--- src/verilog/pcw_params.svh ---
// Shared constants for the PCW system-control block
// I/O port numbers, address widths, paging reset values
// and the timer clear delay after a status read

`ifndef PCW_PARAMS_SVH
`define PCW_PARAMS_SVH

// Paging registers, one per 16K slot, then the CPC read lock
`define PCW_PORT_F0 8'hF0
`define PCW_PORT_F1 8'hF1
`define PCW_PORT_F2 8'hF2
`define PCW_PORT_F3 8'hF3
`define PCW_PORT_F4 8'hF4
// System control register, also the status read port
`define PCW_PORT_F8 8'hF8

// Address widths
`define PCW_CPU_ADDR_W 16
`define PCW_RAM_ADDR_W 18
`define PCW_OFFSET_W   14

// Power-up paging, PCW mode with banks 0 to 3 in order
`define PCW_PAGE_RESET_0 8'h80
`define PCW_PAGE_RESET_1 8'h81
`define PCW_PAGE_RESET_2 8'h82
`define PCW_PAGE_RESET_3 8'h83
`define PCW_LOCK_RESET   8'hF1

// Cycles from a port F4 read until the timer state clears
`define PCW_TIMER_CLEAR_CYCLES 32
`define PCW_MISS_W             4

`endif

--- src/verilog/pcw_pkg.sv ---
// Types shared by the PCW system-control modules
// Paging register layout, the full page set, disk interrupt
// routing flags, F8 command codes and the RAM address type

`include "pcw_params.svh"

package pcw_pkg;

    // One paging register as written to F0..F3
    // In PCW mode the bank is {bank_hi, bank_lo}
    typedef struct packed {
        logic       pcw_mode;
        logic [2:0] cpc_rd_bank;
        logic       bank_hi;
        logic [2:0] bank_lo;
    } page_reg_t;

    // Four slot registers plus the CPC read lock (40 bits)
    typedef struct packed {
        page_reg_t [3:0] page;
        logic [7:0]      lock;
    } page_set_t;

    // Where disk interrupts go, with a one-cycle pulse on change
    typedef struct packed {
        logic to_nmi;
        logic to_int;
        logic mode_change;
    } disk_route_t;

    // Low nibble of a write to F8
    typedef enum logic [3:0] {
        BOOT_END  = 4'd0,
        DISK_NMI  = 4'd2,
        DISK_INT  = 4'd3,
        DISK_OFF  = 4'd4,
        TC_SET    = 4'd5,
        TC_CLR    = 4'd6,
        MOTOR_ON  = 4'd9,
        MOTOR_OFF = 4'd10,
        SPK_ON    = 4'd11,
        SPK_OFF   = 4'd12
    } sys_cmd_e;

    typedef logic [`PCW_RAM_ADDR_W-1:0] ram_addr_t;

endpackage

--- src/verilog/io_bus_if.sv ---
// Decoded Z80 I/O cycle as seen by the register blocks
// One strobe cycle is one access, there is no handshake

`timescale 1ns/100ps

interface io_bus_if;

    // Write strobe, active high
    logic       wr;
    // Read strobe, active high
    logic       rd;
    // Low byte of the CPU address during the I/O cycle
    logic [7:0] port;
    // CPU data out
    logic [7:0] wdata;

    // Register blocks only listen
    modport target (
        input wr,
        input rd,
        input port,
        input wdata
    );

endinterface

--- src/verilog/page_regs.sv ---
// Memory paging register file
// Four slot registers at F0..F3 and the CPC read lock at F4
// Loads on an I/O write, back to power-up paging on reset

`timescale 1ns/100ps

`include "pcw_params.svh"

module page_regs (
    input  logic                clk_sys,
    input  logic                reset,
    io_bus_if.target            bus,
    output pcw_pkg::page_set_t  pages
);

    // One load enable per register, lock is bit 4
    logic [4:0] load_en;

    always_comb
    begin
        load_en = '0;
        if (bus.wr)
        begin
            case (bus.port)
                `PCW_PORT_F0: load_en[0] = 1'b1;
                `PCW_PORT_F1: load_en[1] = 1'b1;
                `PCW_PORT_F2: load_en[2] = 1'b1;
                `PCW_PORT_F3: load_en[3] = 1'b1;
                `PCW_PORT_F4: load_en[4] = 1'b1;
                default:      load_en    = '0;
            endcase
        end
    end

    always_ff @(posedge clk_sys)
    begin
        if (reset)
        begin
            pages.page[0] <= pcw_pkg::page_reg_t'(`PCW_PAGE_RESET_0);
            pages.page[1] <= pcw_pkg::page_reg_t'(`PCW_PAGE_RESET_1);
            pages.page[2] <= pcw_pkg::page_reg_t'(`PCW_PAGE_RESET_2);
            pages.page[3] <= pcw_pkg::page_reg_t'(`PCW_PAGE_RESET_3);
            pages.lock    <= `PCW_LOCK_RESET;
        end
        else
        begin
            for (int i = 0; i < 4; i++)
            begin
                if (load_en[i])
                    pages.page[i] <= pcw_pkg::page_reg_t'(bus.wdata);
            end
            // Lock bits 7..4 belong to slots 3..0
            if (load_en[4])
                pages.lock <= bus.wdata;
        end
    end

    // A single I/O cycle changes at most one register
    a_single_load: assert property (@(posedge clk_sys) disable iff (reset)
        $onehot0({pages.lock    !== $past(pages.lock),
                  pages.page[3] !== $past(pages.page[3]),
                  pages.page[2] !== $past(pages.page[2]),
                  pages.page[1] !== $past(pages.page[1]),
                  pages.page[0] !== $past(pages.page[0])}))
        else $error("page_regs: more than one paging register loaded");

endmodule

--- src/verilog/sys_ctrl_reg.sv ---
// System control register at port F8
// Decodes the command nibble into disk interrupt routing,
// FDC terminal count, motor and speaker enable

`timescale 1ns/100ps

`include "pcw_params.svh"

module sys_ctrl_reg (
    input  logic                 clk_sys,
    input  logic                 reset,
    io_bus_if.target             bus,
    output pcw_pkg::disk_route_t route,
    output logic                 tc,
    output logic                 motor,
    output logic                 speaker_enable
);

    pcw_pkg::sys_cmd_e cmd;
    logic              cmd_wr;

    // Only the low nibble carries the command
    assign cmd    = pcw_pkg::sys_cmd_e'(bus.wdata[3:0]);
    assign cmd_wr = bus.wr && (bus.port == `PCW_PORT_F8);

    always_ff @(posedge clk_sys)
    begin
        if (reset)
        begin
            route          <= '0;
            tc             <= 1'b0;
            motor          <= 1'b0;
            speaker_enable <= 1'b0;
        end
        else
        begin
            // Mode change is a single-cycle pulse
            route.mode_change <= 1'b0;
            if (cmd_wr)
            begin
                case (cmd)
                    // Switching to NMI does not pulse mode_change
                    pcw_pkg::DISK_NMI:
                    begin
                        route.to_nmi <= 1'b1;
                        route.to_int <= 1'b0;
                    end
                    pcw_pkg::DISK_INT:
                    begin
                        route.to_nmi      <= 1'b0;
                        route.to_int      <= 1'b1;
                        route.mode_change <= 1'b1;
                    end
                    // Disk interrupt disconnected from both lines
                    pcw_pkg::DISK_OFF:
                    begin
                        route.to_nmi      <= 1'b0;
                        route.to_int      <= 1'b0;
                        route.mode_change <= 1'b1;
                    end
                    pcw_pkg::TC_SET:    tc             <= 1'b1;
                    pcw_pkg::TC_CLR:    tc             <= 1'b0;
                    pcw_pkg::MOTOR_ON:  motor          <= 1'b1;
                    pcw_pkg::MOTOR_OFF: motor          <= 1'b0;
                    pcw_pkg::SPK_ON:    speaker_enable <= 1'b1;
                    pcw_pkg::SPK_OFF:   speaker_enable <= 1'b0;
                    // BOOT_END and unused codes leave state alone
                    default:            route.mode_change <= 1'b0;
                endcase
            end
        end
    end

    // Disk interrupt goes to one line at most
    a_route_exclusive: assert property (@(posedge clk_sys) disable iff (reset)
        !(route.to_nmi && route.to_int))
        else $error("sys_ctrl_reg: disk routed to both NMI and INT");

endmodule

--- src/verilog/mem_mapper.sv ---
// Combinational bank mapper from CPU address to RAM address
// PCW mode uses a 4-bit bank, CPC mode a 3-bit bank with
// separate read and write banks and a per-slot read lock

`timescale 1ns/100ps

`include "pcw_params.svh"

module mem_mapper (
    input  logic [`PCW_CPU_ADDR_W-1:0] cpu_addr,
    input  logic                       mem_wr,
    input  pcw_pkg::page_set_t         pages,
    output pcw_pkg::ram_addr_t         ram_addr
);

    logic [1:0]               slot;
    logic [`PCW_OFFSET_W-1:0] offset;
    pcw_pkg::page_reg_t       sel;
    logic                     rd_locked;
    logic [2:0]               cpc_bank;

    // Top two address bits pick the 16K slot
    assign slot   = cpu_addr[`PCW_CPU_ADDR_W-1 -: 2];
    assign offset = cpu_addr[`PCW_OFFSET_W-1:0];
    assign sel    = pages.page[slot];

    // Lock bit 4 + slot forces reads onto the write bank
    assign rd_locked = pages.lock[{1'b1, slot}];

    always_comb
    begin
        if (mem_wr || rd_locked)
            cpc_bank = sel.bank_lo;
        else
            cpc_bank = sel.cpc_rd_bank;
    end

    always_comb
    begin
        if (sel.pcw_mode)
        begin
            // Full 256K reach
            ram_addr = {sel.bank_hi, sel.bank_lo, offset};
        end
        else
        begin
            // CPC banks live in the low 128K
            ram_addr = {1'b0, cpc_bank, offset};
        end
    end

endmodule

--- src/verilog/int_ctrl.sv ---
// Interrupt controller and status readback
// 300 Hz timer edge handling with miss counter and delayed clear,
// FDC status latch, NMI flag, INT and NMI line generation
// Status byte on reads of F4 and F8, FF elsewhere

`timescale 1ns/100ps

`include "pcw_params.svh"

module int_ctrl (
    input  logic                 clk_sys,
    input  logic                 reset,
    io_bus_if.target             bus,
    input  pcw_pkg::disk_route_t route,
    input  logic                 fdc_int,
    input  logic                 vid_timer,
    input  logic                 iff1,
    input  logic                 vblank,
    input  logic                 ntsc,
    output logic                 int_n,
    output logic                 nmi_n,
    output logic [7:0]           io_rdata
);

    localparam int CLR_W = $clog2(`PCW_TIMER_CLEAR_CYCLES);

    // Input sync and edge history
    logic fdc_sync, fdc_prev;
    logic timer_sync, timer_prev;
    logic fdc_pe, fdc_ne, timer_pe;

    logic                   fdc_latch;
    logic                   nmi_flag;
    logic                   timer_line;
    logic                   int_line;
    logic                   nmi_line;
    logic [`PCW_MISS_W-1:0] misses;
    logic                   clear_run;
    logic [CLR_W-1:0]       clear_cnt;
    logic                   status_rd;

    assign fdc_pe   = fdc_sync & ~fdc_prev;
    assign fdc_ne   = ~fdc_sync & fdc_prev;
    assign timer_pe = timer_sync & ~timer_prev;

    // A status read at F4 starts the timer clear
    assign status_rd = bus.rd && (bus.port == `PCW_PORT_F4);

    always_ff @(posedge clk_sys)
    begin
        if (reset)
        begin
            fdc_sync   <= 1'b0;
            fdc_prev   <= 1'b0;
            timer_sync <= 1'b0;
            timer_prev <= 1'b0;
            fdc_latch  <= 1'b0;
            nmi_flag   <= 1'b0;
            timer_line <= 1'b0;
            int_line   <= 1'b0;
            nmi_line   <= 1'b0;
            misses     <= '0;
            clear_run  <= 1'b0;
            clear_cnt  <= '0;
        end
        else
        begin
            fdc_sync   <= fdc_int;
            fdc_prev   <= fdc_sync;
            timer_sync <= vid_timer;
            timer_prev <= timer_sync;

            // FDC latch follows the interrupt edges
            if (fdc_pe)
            begin
                fdc_latch <= 1'b1;
                if (route.to_nmi)
                    nmi_flag <= 1'b1;
            end
            else if (fdc_ne)
                fdc_latch <= 1'b0;

            // Lines are only re-evaluated on the timer tick
            if (timer_pe)
            begin
                if (!(&misses))
                    misses <= misses + 1'b1;
                timer_line <= iff1;
                nmi_line   <= nmi_flag;
                int_line   <= route.to_int & fdc_latch & iff1;
            end

            // Restart the delay on every F4 read
            if (status_rd)
            begin
                clear_run <= 1'b1;
                clear_cnt <= '0;
            end
            else if (clear_run)
            begin
                if (clear_cnt == CLR_W'(`PCW_TIMER_CLEAR_CYCLES - 1))
                begin
                    clear_run  <= 1'b0;
                    timer_line <= 1'b0;
                    misses     <= '0;
                end
                else
                    clear_cnt <= clear_cnt + 1'b1;
            end

            // Routing change drops the line no longer in use
            if (route.mode_change)
            begin
                if (route.to_nmi)
                    int_line <= 1'b0;
                else if (route.to_int)
                    nmi_flag <= 1'b0;
                else
                begin
                    nmi_flag <= 1'b0;
                    int_line <= 1'b0;
                end
            end
        end
    end

    // Timer and disk share the INT pin
    assign int_n = ~(timer_line | int_line);
    assign nmi_n = ~nmi_line;

    always_comb
    begin
        if (bus.port == `PCW_PORT_F4 || bus.port == `PCW_PORT_F8)
            io_rdata = {1'b0, vblank, fdc_latch, ~ntsc, misses};
        else
            io_rdata = 8'hFF;
    end

    // Clear delay ends a fixed number of cycles after the last F4 read
    a_clear_after_delay: assert property (@(posedge clk_sys) disable iff (reset)
        $fell(clear_run) && !$past(reset)
            |-> $past(status_rd, `PCW_TIMER_CLEAR_CYCLES + 1))
        else $error("int_ctrl: timer clear ended without a matching F4 read");

endmodule

--- src/verilog/pcw_sys_ctrl.sv ---
// System-control top level
// Drives the I/O bus interface from the CPU strobes and connects
// the paging registers, bank mapper, control register and
// interrupt controller

`timescale 1ns/100ps

`include "pcw_params.svh"

module pcw_sys_ctrl (
    input  logic                       clk_sys,
    input  logic                       reset,
    input  logic                       io_wr,
    input  logic                       io_rd,
    input  logic [7:0]                 io_port,
    input  logic [7:0]                 io_wdata,
    input  logic [`PCW_CPU_ADDR_W-1:0] cpu_addr,
    input  logic                       mem_wr,
    input  logic                       fdc_int,
    input  logic                       vid_timer,
    input  logic                       iff1,
    input  logic                       vblank,
    input  logic                       ntsc,
    output pcw_pkg::ram_addr_t         ram_addr,
    output logic [7:0]                 io_rdata,
    output logic                       int_n,
    output logic                       nmi_n,
    output logic                       tc,
    output logic                       motor,
    output logic                       speaker_enable
);

    pcw_pkg::page_set_t   pages;
    pcw_pkg::disk_route_t route;

    io_bus_if bus_if ();

    assign bus_if.wr    = io_wr;
    assign bus_if.rd    = io_rd;
    assign bus_if.port  = io_port;
    assign bus_if.wdata = io_wdata;

    page_regs page_regs_i (
        .clk_sys (clk_sys),
        .reset   (reset),
        .bus     (bus_if.target),
        .pages   (pages)
    );

    mem_mapper mem_mapper_i (
        .cpu_addr (cpu_addr),
        .mem_wr   (mem_wr),
        .pages    (pages),
        .ram_addr (ram_addr)
    );

    sys_ctrl_reg sys_ctrl_reg_i (
        .clk_sys        (clk_sys),
        .reset          (reset),
        .bus            (bus_if.target),
        .route          (route),
        .tc             (tc),
        .motor          (motor),
        .speaker_enable (speaker_enable)
    );

    int_ctrl int_ctrl_i (
        .clk_sys   (clk_sys),
        .reset     (reset),
        .bus       (bus_if.target),
        .route     (route),
        .fdc_int   (fdc_int),
        .vid_timer (vid_timer),
        .iff1      (iff1),
        .vblank    (vblank),
        .ntsc      (ntsc),
        .int_n     (int_n),
        .nmi_n     (nmi_n),
        .io_rdata  (io_rdata)
    );

endmodule

--- config.mk ---
export PLATFORM = sky130hd
export DESIGN_NAME = pcw_sys_ctrl
export DESIGN_NICKNAME = d
export VERILOG_FILES = /design/src/verilog/pcw_pkg.sv /design/src/verilog/io_bus_if.sv /design/src/verilog/page_regs.sv /design/src/verilog/sys_ctrl_reg.sv /design/src/verilog/mem_mapper.sv /design/src/verilog/int_ctrl.sv /design/src/verilog/pcw_sys_ctrl.sv
export VERILOG_INCLUDE_DIRS = /design/src /design/src/verilog
export SDC_FILE = /design/constraint.sdc
export NUM_CORES = 1
export LEC_CHECK = 0
export ABC_AREA = 1
export ABC_CLOCK_PERIOD_IN_PS = 1600
export BUFFER_PORTS_ARGS = -buffer_cell sky130_fd_sc_hd__buf_2
export CORE_MARGIN = 2
export CORE_UTILIZATION = 38
export CTS_CLUSTER_SIZE = 8
export DETAILED_ROUTE_END_ITERATION = 12
export PLACE_DENSITY = 0.68
export SETUP_SLACK_MARGIN = 0.05
export SYNTH_ARGS = -nofsm -noshare
export SYNTH_HDL_FRONTEND = slang
export SYNTH_SLANG_ARGS = --single-unit
--- constraint.sdc ---
create_clock -name clk_sys -period 1.6 [get_ports clk_sys]
set_input_delay 0.08 -clock clk_sys [delete_from_list [all_inputs] [get_ports clk_sys]]
set_output_delay 0.08 -clock clk_sys [all_outputs]
set_load 0.02 [all_outputs]
==> impl_metrics.csv, run 1 <==
group,metric,value,unit
run_status,status,"complete, no violations",
placed_design,dp_slack,0.0604,ns
clock_tree,clk_pin_slew_worst_paths,0.07,ns
global_routing,grt_overflow,0,
pwr,p_sw_frac,0.232,
clock_tree,cts_buffers,9,
detailed_routing,wl_met1,3300,microns
pwr,p_sw,0.000796,W
sta,worst_pin_slew,0.478,ns
sta,min_period_over_period,0.947,
sta,relSlewSlack,0.681,
clock_tree,cts.sink_count,61,
critical_path,crit_required,1.52,ns
critical_path,worst_path_largest_cell_delay,0.32,ns
finish,fill_cells,862,
critical_path,worst-setup-path-type,"reg -> out",
global_routing,grt_pass1_vias,2512,
sta,layout_setup_ws,0.0844,ns
sta,hold_slack,0.0525,ns
pwr,clkPwrFrac,0.462,
yosys,postSynth.asyncResetShare,0,
placed_design,place_congestion,0.804,
pwr,p_leak,1.67,nW
sta,setup_viol_count_final,0,
yosys,syn_inst,436,
yosys,yosysWarningCount,0,
detailed_routing,wirelength,7030,microns
detailed_routing,ant_nets,0,
detailed_routing,detail_route.wl_per_cell,12.1,microns
placed_design,dp_hpwl,5130,microns
yosys,yosysSeqAreaShare,0.392,
detailed_routing,drtPass1Iterations,5,
critical_path,cp_max_fo,6,
die,start_util,0.385,
finish,area_delta_synth_final,15.9,%
yosys,netlist_top_cells_area,"dfxtp_1 39%, nand2_1 11%, nor2_1 7.6%",
clock_tree,root_buffer,"clkbuf_8",
sta,finalHoldViolCount,0,
global_routing,grt_util_all_layers,0.164,
yosys,yosysTopAreaCellShare,0.392,
yosys,synthMuxAreaShare,0,
global_routing,antenna_found_initial,0,
finish,final_cell_area,3610,sq um
yosys,yosysMostFrequentCell,"nand2_1",
clock_tree,cts_buffer_depth,2,
yosys,synth_xor_area_frac,0.0112,
die,pin_count,73,
yosys,ys.flop_type,"dfxtp_1",
pwr,ir_drop,0.390,mV
placed_design,io_buffers,44,
critical_path,critPathSlowestCell,"dfxtp_2",
yosys,synth_top_family_by_area,"simple AND/OR/NAND/NOR gates",
yosys,synthTopCellsByCount,"91 x nand2_1, 63 x nor2_1, 61 x dfxtp_1",
pwr,p_seq_frac,0.451,
flow_run,cap_violations,0,
pwr,internal_power,0.00263,W
die,num_rows,33,
die,die_width,94.6,microns
detailed_routing,met2_length,3300,microns
global_routing,grt_pass1_wl,11400,microns
yosys,syn-mean-instance-area,7.15,sq um
critical_path,end_kind,"output pin",
yosys,synth-simple-area-share,0.315,
critical_path,reg2reg_slack,0.13,ns
finish,drive_gt1_frac,0.208,
yosys,synth_adder_area_share,0.0161,
yosys,synth_edf_count,0,
sta,period_needed,1.52,ns
placed_design,placed_cell_area,3310,sq um
sta,clock.fmax,660,MHz
sta,finClkSkew,0.00294,ns
placed_design,dp.cells,562,
finish,utilization,0.446,
detailed_routing,highest_layer,"met4",
critical_path,start_kind,"register",
die,fp.dieH,94.6,microns
critical_path,worst-endpoint-arrival,1.44,ns
detailed_routing,drc,0,
sta,grt_setup_unrepaired,"true",
yosys,synth_compound_area_frac,0.140,
yosys,synth_cell_types,36,
min_path,hold_path_depth,3,
finish,diodes,0,
yosys,syn_nets,482,
die,die_area,8950,sq um
yosys,yosys.area.top_type,"dfxtp_1",
detailed_routing,initialDrtViolationCount,135,
finish,final_cells,582,
clock_tree,cts_tree,"yes",
detailed_routing,met3_length,302,microns
die,core_area,8090,sq um
global_routing,grt_max_degree,20,
critical_path,reg2regPathDepth,7,
critical_path,crit_chain,"or2_1, o211ai_1, nand3_2, o21ai_1, buf_4",
yosys,synth-seq-cells,61,
finish,fin_nets,519,
detailed_routing,vias,2781,
clock_tree,clk_latency,0.33,ns
sta,maxSlewViolCount,0,
min_path,min_path_type,"in -> reg",
yosys,syn_area,3120,sq um
pwr,power.share.combinational,0.088,
clock_tree,htreeDepth,3,
pwr,powerDensity,948,nW/um^2
detailed_routing,via_per_inst,4.78,
path summary, 6_finish.rpt:
kind,startpoint,to
max,page_regs_i.pages[4],ram_addr[15]
min,io_wdata[4],page_regs_i.pages[4]
max reg2reg,int_ctrl_i.clear_cnt[0],int_ctrl_i.clear_cnt[3]
min reg2reg,sys_ctrl_reg_i.route[0],int_ctrl_i.nmi_flag
per-stage QoR:
step,power (W),setup TNS [ns]
after floorplan,0.00182,0
after global placement,0.00186,0
after detailed placement,0.00187,0
after CTS,0.00345,0
after global routing,0.00354,-0.0107
final,0.00343,0
critical path: cells and delay by family, from the launching register on:
kind / cells / cell delay [ns]
flip-flops: 1 / 0.32
AND/OR/NAND/NOR: 2 / 0.38
AO/OA/AOI/OAI: 2 / 0.25
buffers and inverters: 1 / 0.16
cell families after synthesis:
group | after synthesis
AO/OA/AOI/OAI | 76
flip-flops | 61
AND/OR/NAND/NOR | 211
XOR/XNOR | 4
buffers and inverters | 80
adder cells (fa/ha/maj) | 4
repair_timing:
action                                  CTS  global route
setup buffers                             0             2
endpoints found under the setup margin    1             8
hold buffers                              3             0
pin swaps                                 1             3
hold endpoints to repair                  3             0
resized for setup                         0             8
state kept, by name, indices dropped and copies added, names as in the netlist:
signal,count
int_ctrl_i.fdc_prev,1
int_ctrl_i.int_line,1
sys_ctrl_reg_i.motor,1
int_ctrl_i.fdc_latch,1
page_regs_i.pages,36
int_ctrl_i.timer_prev,1
int_ctrl_i.timer_sync,1
int_ctrl_i.nmi_flag,1
int_ctrl_i.clear_cnt,5
sys_ctrl_reg_i.speaker_enable,1
int_ctrl_i.fdc_sync,1
sys_ctrl_reg_i.tc,1
int_ctrl_i.clear_run,1
int_ctrl_i.nmi_line,1
int_ctrl_i.timer_line,1
sys_ctrl_reg_i.route,3
int_ctrl_i.misses,4
power groups by stage:
| stage | combinational [W] | clock, W | sequential, W |
|---|---|---|---|
| global placement | 0.000286 | 0 | 0.00158 |
| finish | 0.000300 | 0.00158 | 0.00154 |
| floorplan | 0.000240 | 0 | 0.00158 |
| detailed placement | 0.000289 | 0 | 0.00158 |
| global route | 0.000334 | 0.00166 | 0.00154 |
| CTS | 0.000297 | 0.00161 | 0.00154 |
metal layers:
layer / vias up / global-route usage
met1: 1256 / 0.218
met2: 51 / 0.263
met3: 14 / 0.0335
met5: - / 0
met4: 0 / 0.0628
li1: 1460 / -
layout by cell type, fill, tap and decap left out, drive strengths merged, types with 2 or more instances in the layout:
cell type / instances
ha: 4
inv: 51
clkinv: 2
a211oi: 2
o211ai: 9
xor2: 3
dfxtp: 61
bufinv: 2
nand3b: 3
nand4: 5
buf: 50
a21oi: 32
nand3: 25
or2: 4
o21ai: 31
nor2: 70
clkbuf: 12
nor3: 5
dlygate4sd3: 3
nand2: 98
final cells by class:
type | instances | area (sq um) | share of cell area
multi-input cells | 295 | 1510 | 0.419
inverters | 53 | 204 | 0.0565
well taps | 105 | 131 | 0.0364
clock buffers | 12 | 165 | 0.0457
clock inverters | 3 | 67.6 | 0.0187
flip-flops and latches | 61 | 1220 | 0.339
repair buffers | 53 | 307 | 0.0849
No activity file was read; power rests on OpenSTA's default activity.
==> run 2: changes to the inputs <==
--- a/config.mk
+++ b/config.mk
@@ -7,13 +7,13 @@
 export NUM_CORES = 1
 export LEC_CHECK = 0
 export ABC_AREA = 1
-export ABC_CLOCK_PERIOD_IN_PS = 1600
+export ABC_CLOCK_PERIOD_IN_PS = 1700
 export BUFFER_PORTS_ARGS = -buffer_cell sky130_fd_sc_hd__buf_2
 export CORE_MARGIN = 2
 export CORE_UTILIZATION = 38
 export CTS_CLUSTER_SIZE = 8
 export DETAILED_ROUTE_END_ITERATION = 12
-export PLACE_DENSITY = 0.68
+export PLACE_DENSITY = 0.66
 export SETUP_SLACK_MARGIN = 0.05
 export SYNTH_ARGS = -nofsm -noshare
 export SYNTH_HDL_FRONTEND = slang
==> constraint.sdc (replaced) <==
create_clock -name clk_sys -period 1.7 [get_ports clk_sys]
set_input_delay 0.085 -clock clk_sys [delete_from_list [all_inputs] [get_ports clk_sys]]
set_output_delay 0.085 -clock clk_sys [all_outputs]
set_load 0.02 [all_outputs]
==> impl_metrics.csv, run 2 (synthesized netlist as in run 1, its figures left out) <==
group,metric,value,unit
run_status,status,"complete, no violations",
global_routing,grt_util_met2,0.253,
critical_path,cp_max_fo,6,
critical_path,cp_top_family,"simple AND/OR/NAND/NOR gates",
flow_run,cap_violations,0,
detailed_routing,ant_nets,0,
global_routing,grt_max_degree,23,
detailed_routing,drc,0,
sta,worst_pin_slew,0.330,ns
detailed_routing,via_per_inst,4.75,
critical_path,crit_required,1.62,ns
placed_design,io_buffers,44,
finish,area.sequential,1220,sq um
global_routing,grtUsageMet3,0.0255,
placed_design,dp_hpwl,5020,microns
global_routing,grtUsageMet1,0.221,
sta,finalHoldViolCount,0,
die,pin_count,73,
finish,diodes,0,
die,fp.dieH,94.6,microns
clock_tree,root_buffer,"clkbuf_8",
die,die_width,94.6,microns
clock_tree,clk_latency,0.33,ns
clock_tree,clk_pin_slew_worst_paths,0.06,ns
finish,layout_common_cells,"91 x nand2_1, 62 x nor2_1, 61 x dfxtp_1",
detailed_routing,initialDrtViolationCount,118,
die,die_area,8950,sq um
finish,reg.largest.list,"page_regs_i.pages x36, int_ctrl_i.clear_cnt x5, int_ctrl_i.misses x4",
sta,grt_setup_unrepaired,"false",
finish,final_common_cell,"nand2_1",
sta,clock.fmax,660,MHz
critical_path,start_kind,"register",
critical_path,crit_chain,"or2_1, o211ai_1, nand3_2, o21ai_1, buf_2",
critical_path,end_kind,"output pin",
detailed_routing,detail_route.wl_per_cell,11.8,microns
finish,drive_gt1_frac,0.194,
critical_path,worst-setup-path-type,"reg -> out",
critical_path,critPathSlowestCell,"dfxtp_1",
die,core_area,8090,sq um
finish,largest_register_ffs,36,
global_routing,grt_pass1_vias,2463,
critical_path,cp_num_buf_inv,1,
sta,fin_setup_tns,0,ns
pwr,p_leak,1.64,nW
pwr,powerDensity,845,nW/um^2
critical_path,worst_path_largest_cell_delay,0.31,ns
die,num_rows,33,
die,start_util,0.385,
global_routing,busiest_layer,"met2",
critical_path,worst-endpoint-arrival,1.43,ns
finish,top_register,"page_regs_i.pages",
global_routing,grt_util_all_layers,0.163,
global_routing,grt_pass1_wl,11400,microns
sta,maxSlewViolCount,0,
finish,fill_cells,878,
sta,setup_viol_count_final,0,
global_routing,grt_overflow,0,
pwr,ir_drop,0.317,mV
sta,period_needed,1.51,ns
sta,finClkSkew,0.00435,ns
placed_design,place_congestion,0.856,
clock_tree,cts_setup_buffers,0,
finish,area_delta_synth_final,13.4,%
sta,min_period_over_period,0.891,
clock_tree,cts.sink_count,61,
clock_tree,cts_tree,"yes",
finish,multi_input_area,1510,sq um
detailed_routing,drtPass1Iterations,4,
sta,layout_setup_ws,0.186,ns
placed_design,dp_slack,0.118,ns
min_path,min_path_type,"in -> reg",
clock_tree,htreeDepth,3,
clock_tree,cts_buffers,9,
detailed_routing,wirelength,6830,microns
detailed_routing,vias,2749,
finish,fin_nets,516,
clock_tree,cts_buffer_depth,2,
global_routing,antenna_found_initial,0,
sta,relSlewSlack,0.780,
run 2: changes by cell type in the layout (fill, tap and decap cells not counted), sizes merged:
cell	previous run	this run
clkinvlp	1	0
clkinv	2	5
clkbuf	12	11
buf	50	47
bufinv	2	1
run 2: timing repair:
item                                    CTS  global route
endpoints found under the setup margin    0             6
hold buffers                              3             0
endpoints found under the hold margin     3             0
gates resized for setup                   0             3
run 2: power by group:
part / switching, W / internal [W]
clock network: 0.000552 / 0.000707
logic: 0.000186 / 0.0000884
registers: 0.00000865 / 0.00144
run 2: final cells by class:
class,count,area share
Timing Repair Buffer,50,0.0782
Tap cell,105,0.0372
Clock buffer,11,0.0400
Clock inverter,4,0.0138
Inverter,53,0.0577
Multi-Input combinational cell,295,0.428
Sequential cell,61,0.345
run 2: stage by stage:
step | utilization | hold WS, ns | cell area, sq um | total power, W | instances
3_3_place_gp | 0.408 | 0.170 | 3300 | 0.00175 | 561
4_1_cts | 0.435 | 0.0467 | 3520 | 0.00302 | 579
2_1_floorplan | - | 0.154 | 3120 | 0.00171 | 436
5_1_grt | 0.437 | 0.0700 | 3530 | 0.00311 | 579
6_report | 0.437 | 0.0506 | 3530 | 0.00299 | 579
3_5_place_dp | 0.408 | 0.170 | 3300 | 0.00176 | 561
run 2: final timing paths:
kind / startpoint / endpoint / slack, ns / cells past startpoint
worst max register to register: int_ctrl_i.clear_cnt[0] / int_ctrl_i.clear_cnt[1] / 0.21 / 8
worst min register to register: int_ctrl_i.fdc_sync / int_ctrl_i.fdc_prev / 0.43 / 2
worst min-delay path: io_wdata[5] / page_regs_i.pages[5] / 0.05 / 3
worst max-delay path: page_regs_i.pages[4] / ram_addr[16] / 0.19 / 5
run 2: worst reg2reg max path, delay by kind of cell (launching register included):
kind | cells | cell delay, ns
DFF | 1 | 0.34
and+or+nand+nor | 3 | 0.35
AOI/OAI and AO/OA | 1 | 0.06
buffers and inverters | 2 | 0.18
adders and majority gates | 2 | 0.45
run 2: metal layers:
metal	vias up	share of wire	wire [microns]
met2	46	0.46	3110
met4	0	0.021	144
li1	1451	-	-
met3	18	0.053	359
met1	1234	0.47	3220
met5	-	0	0
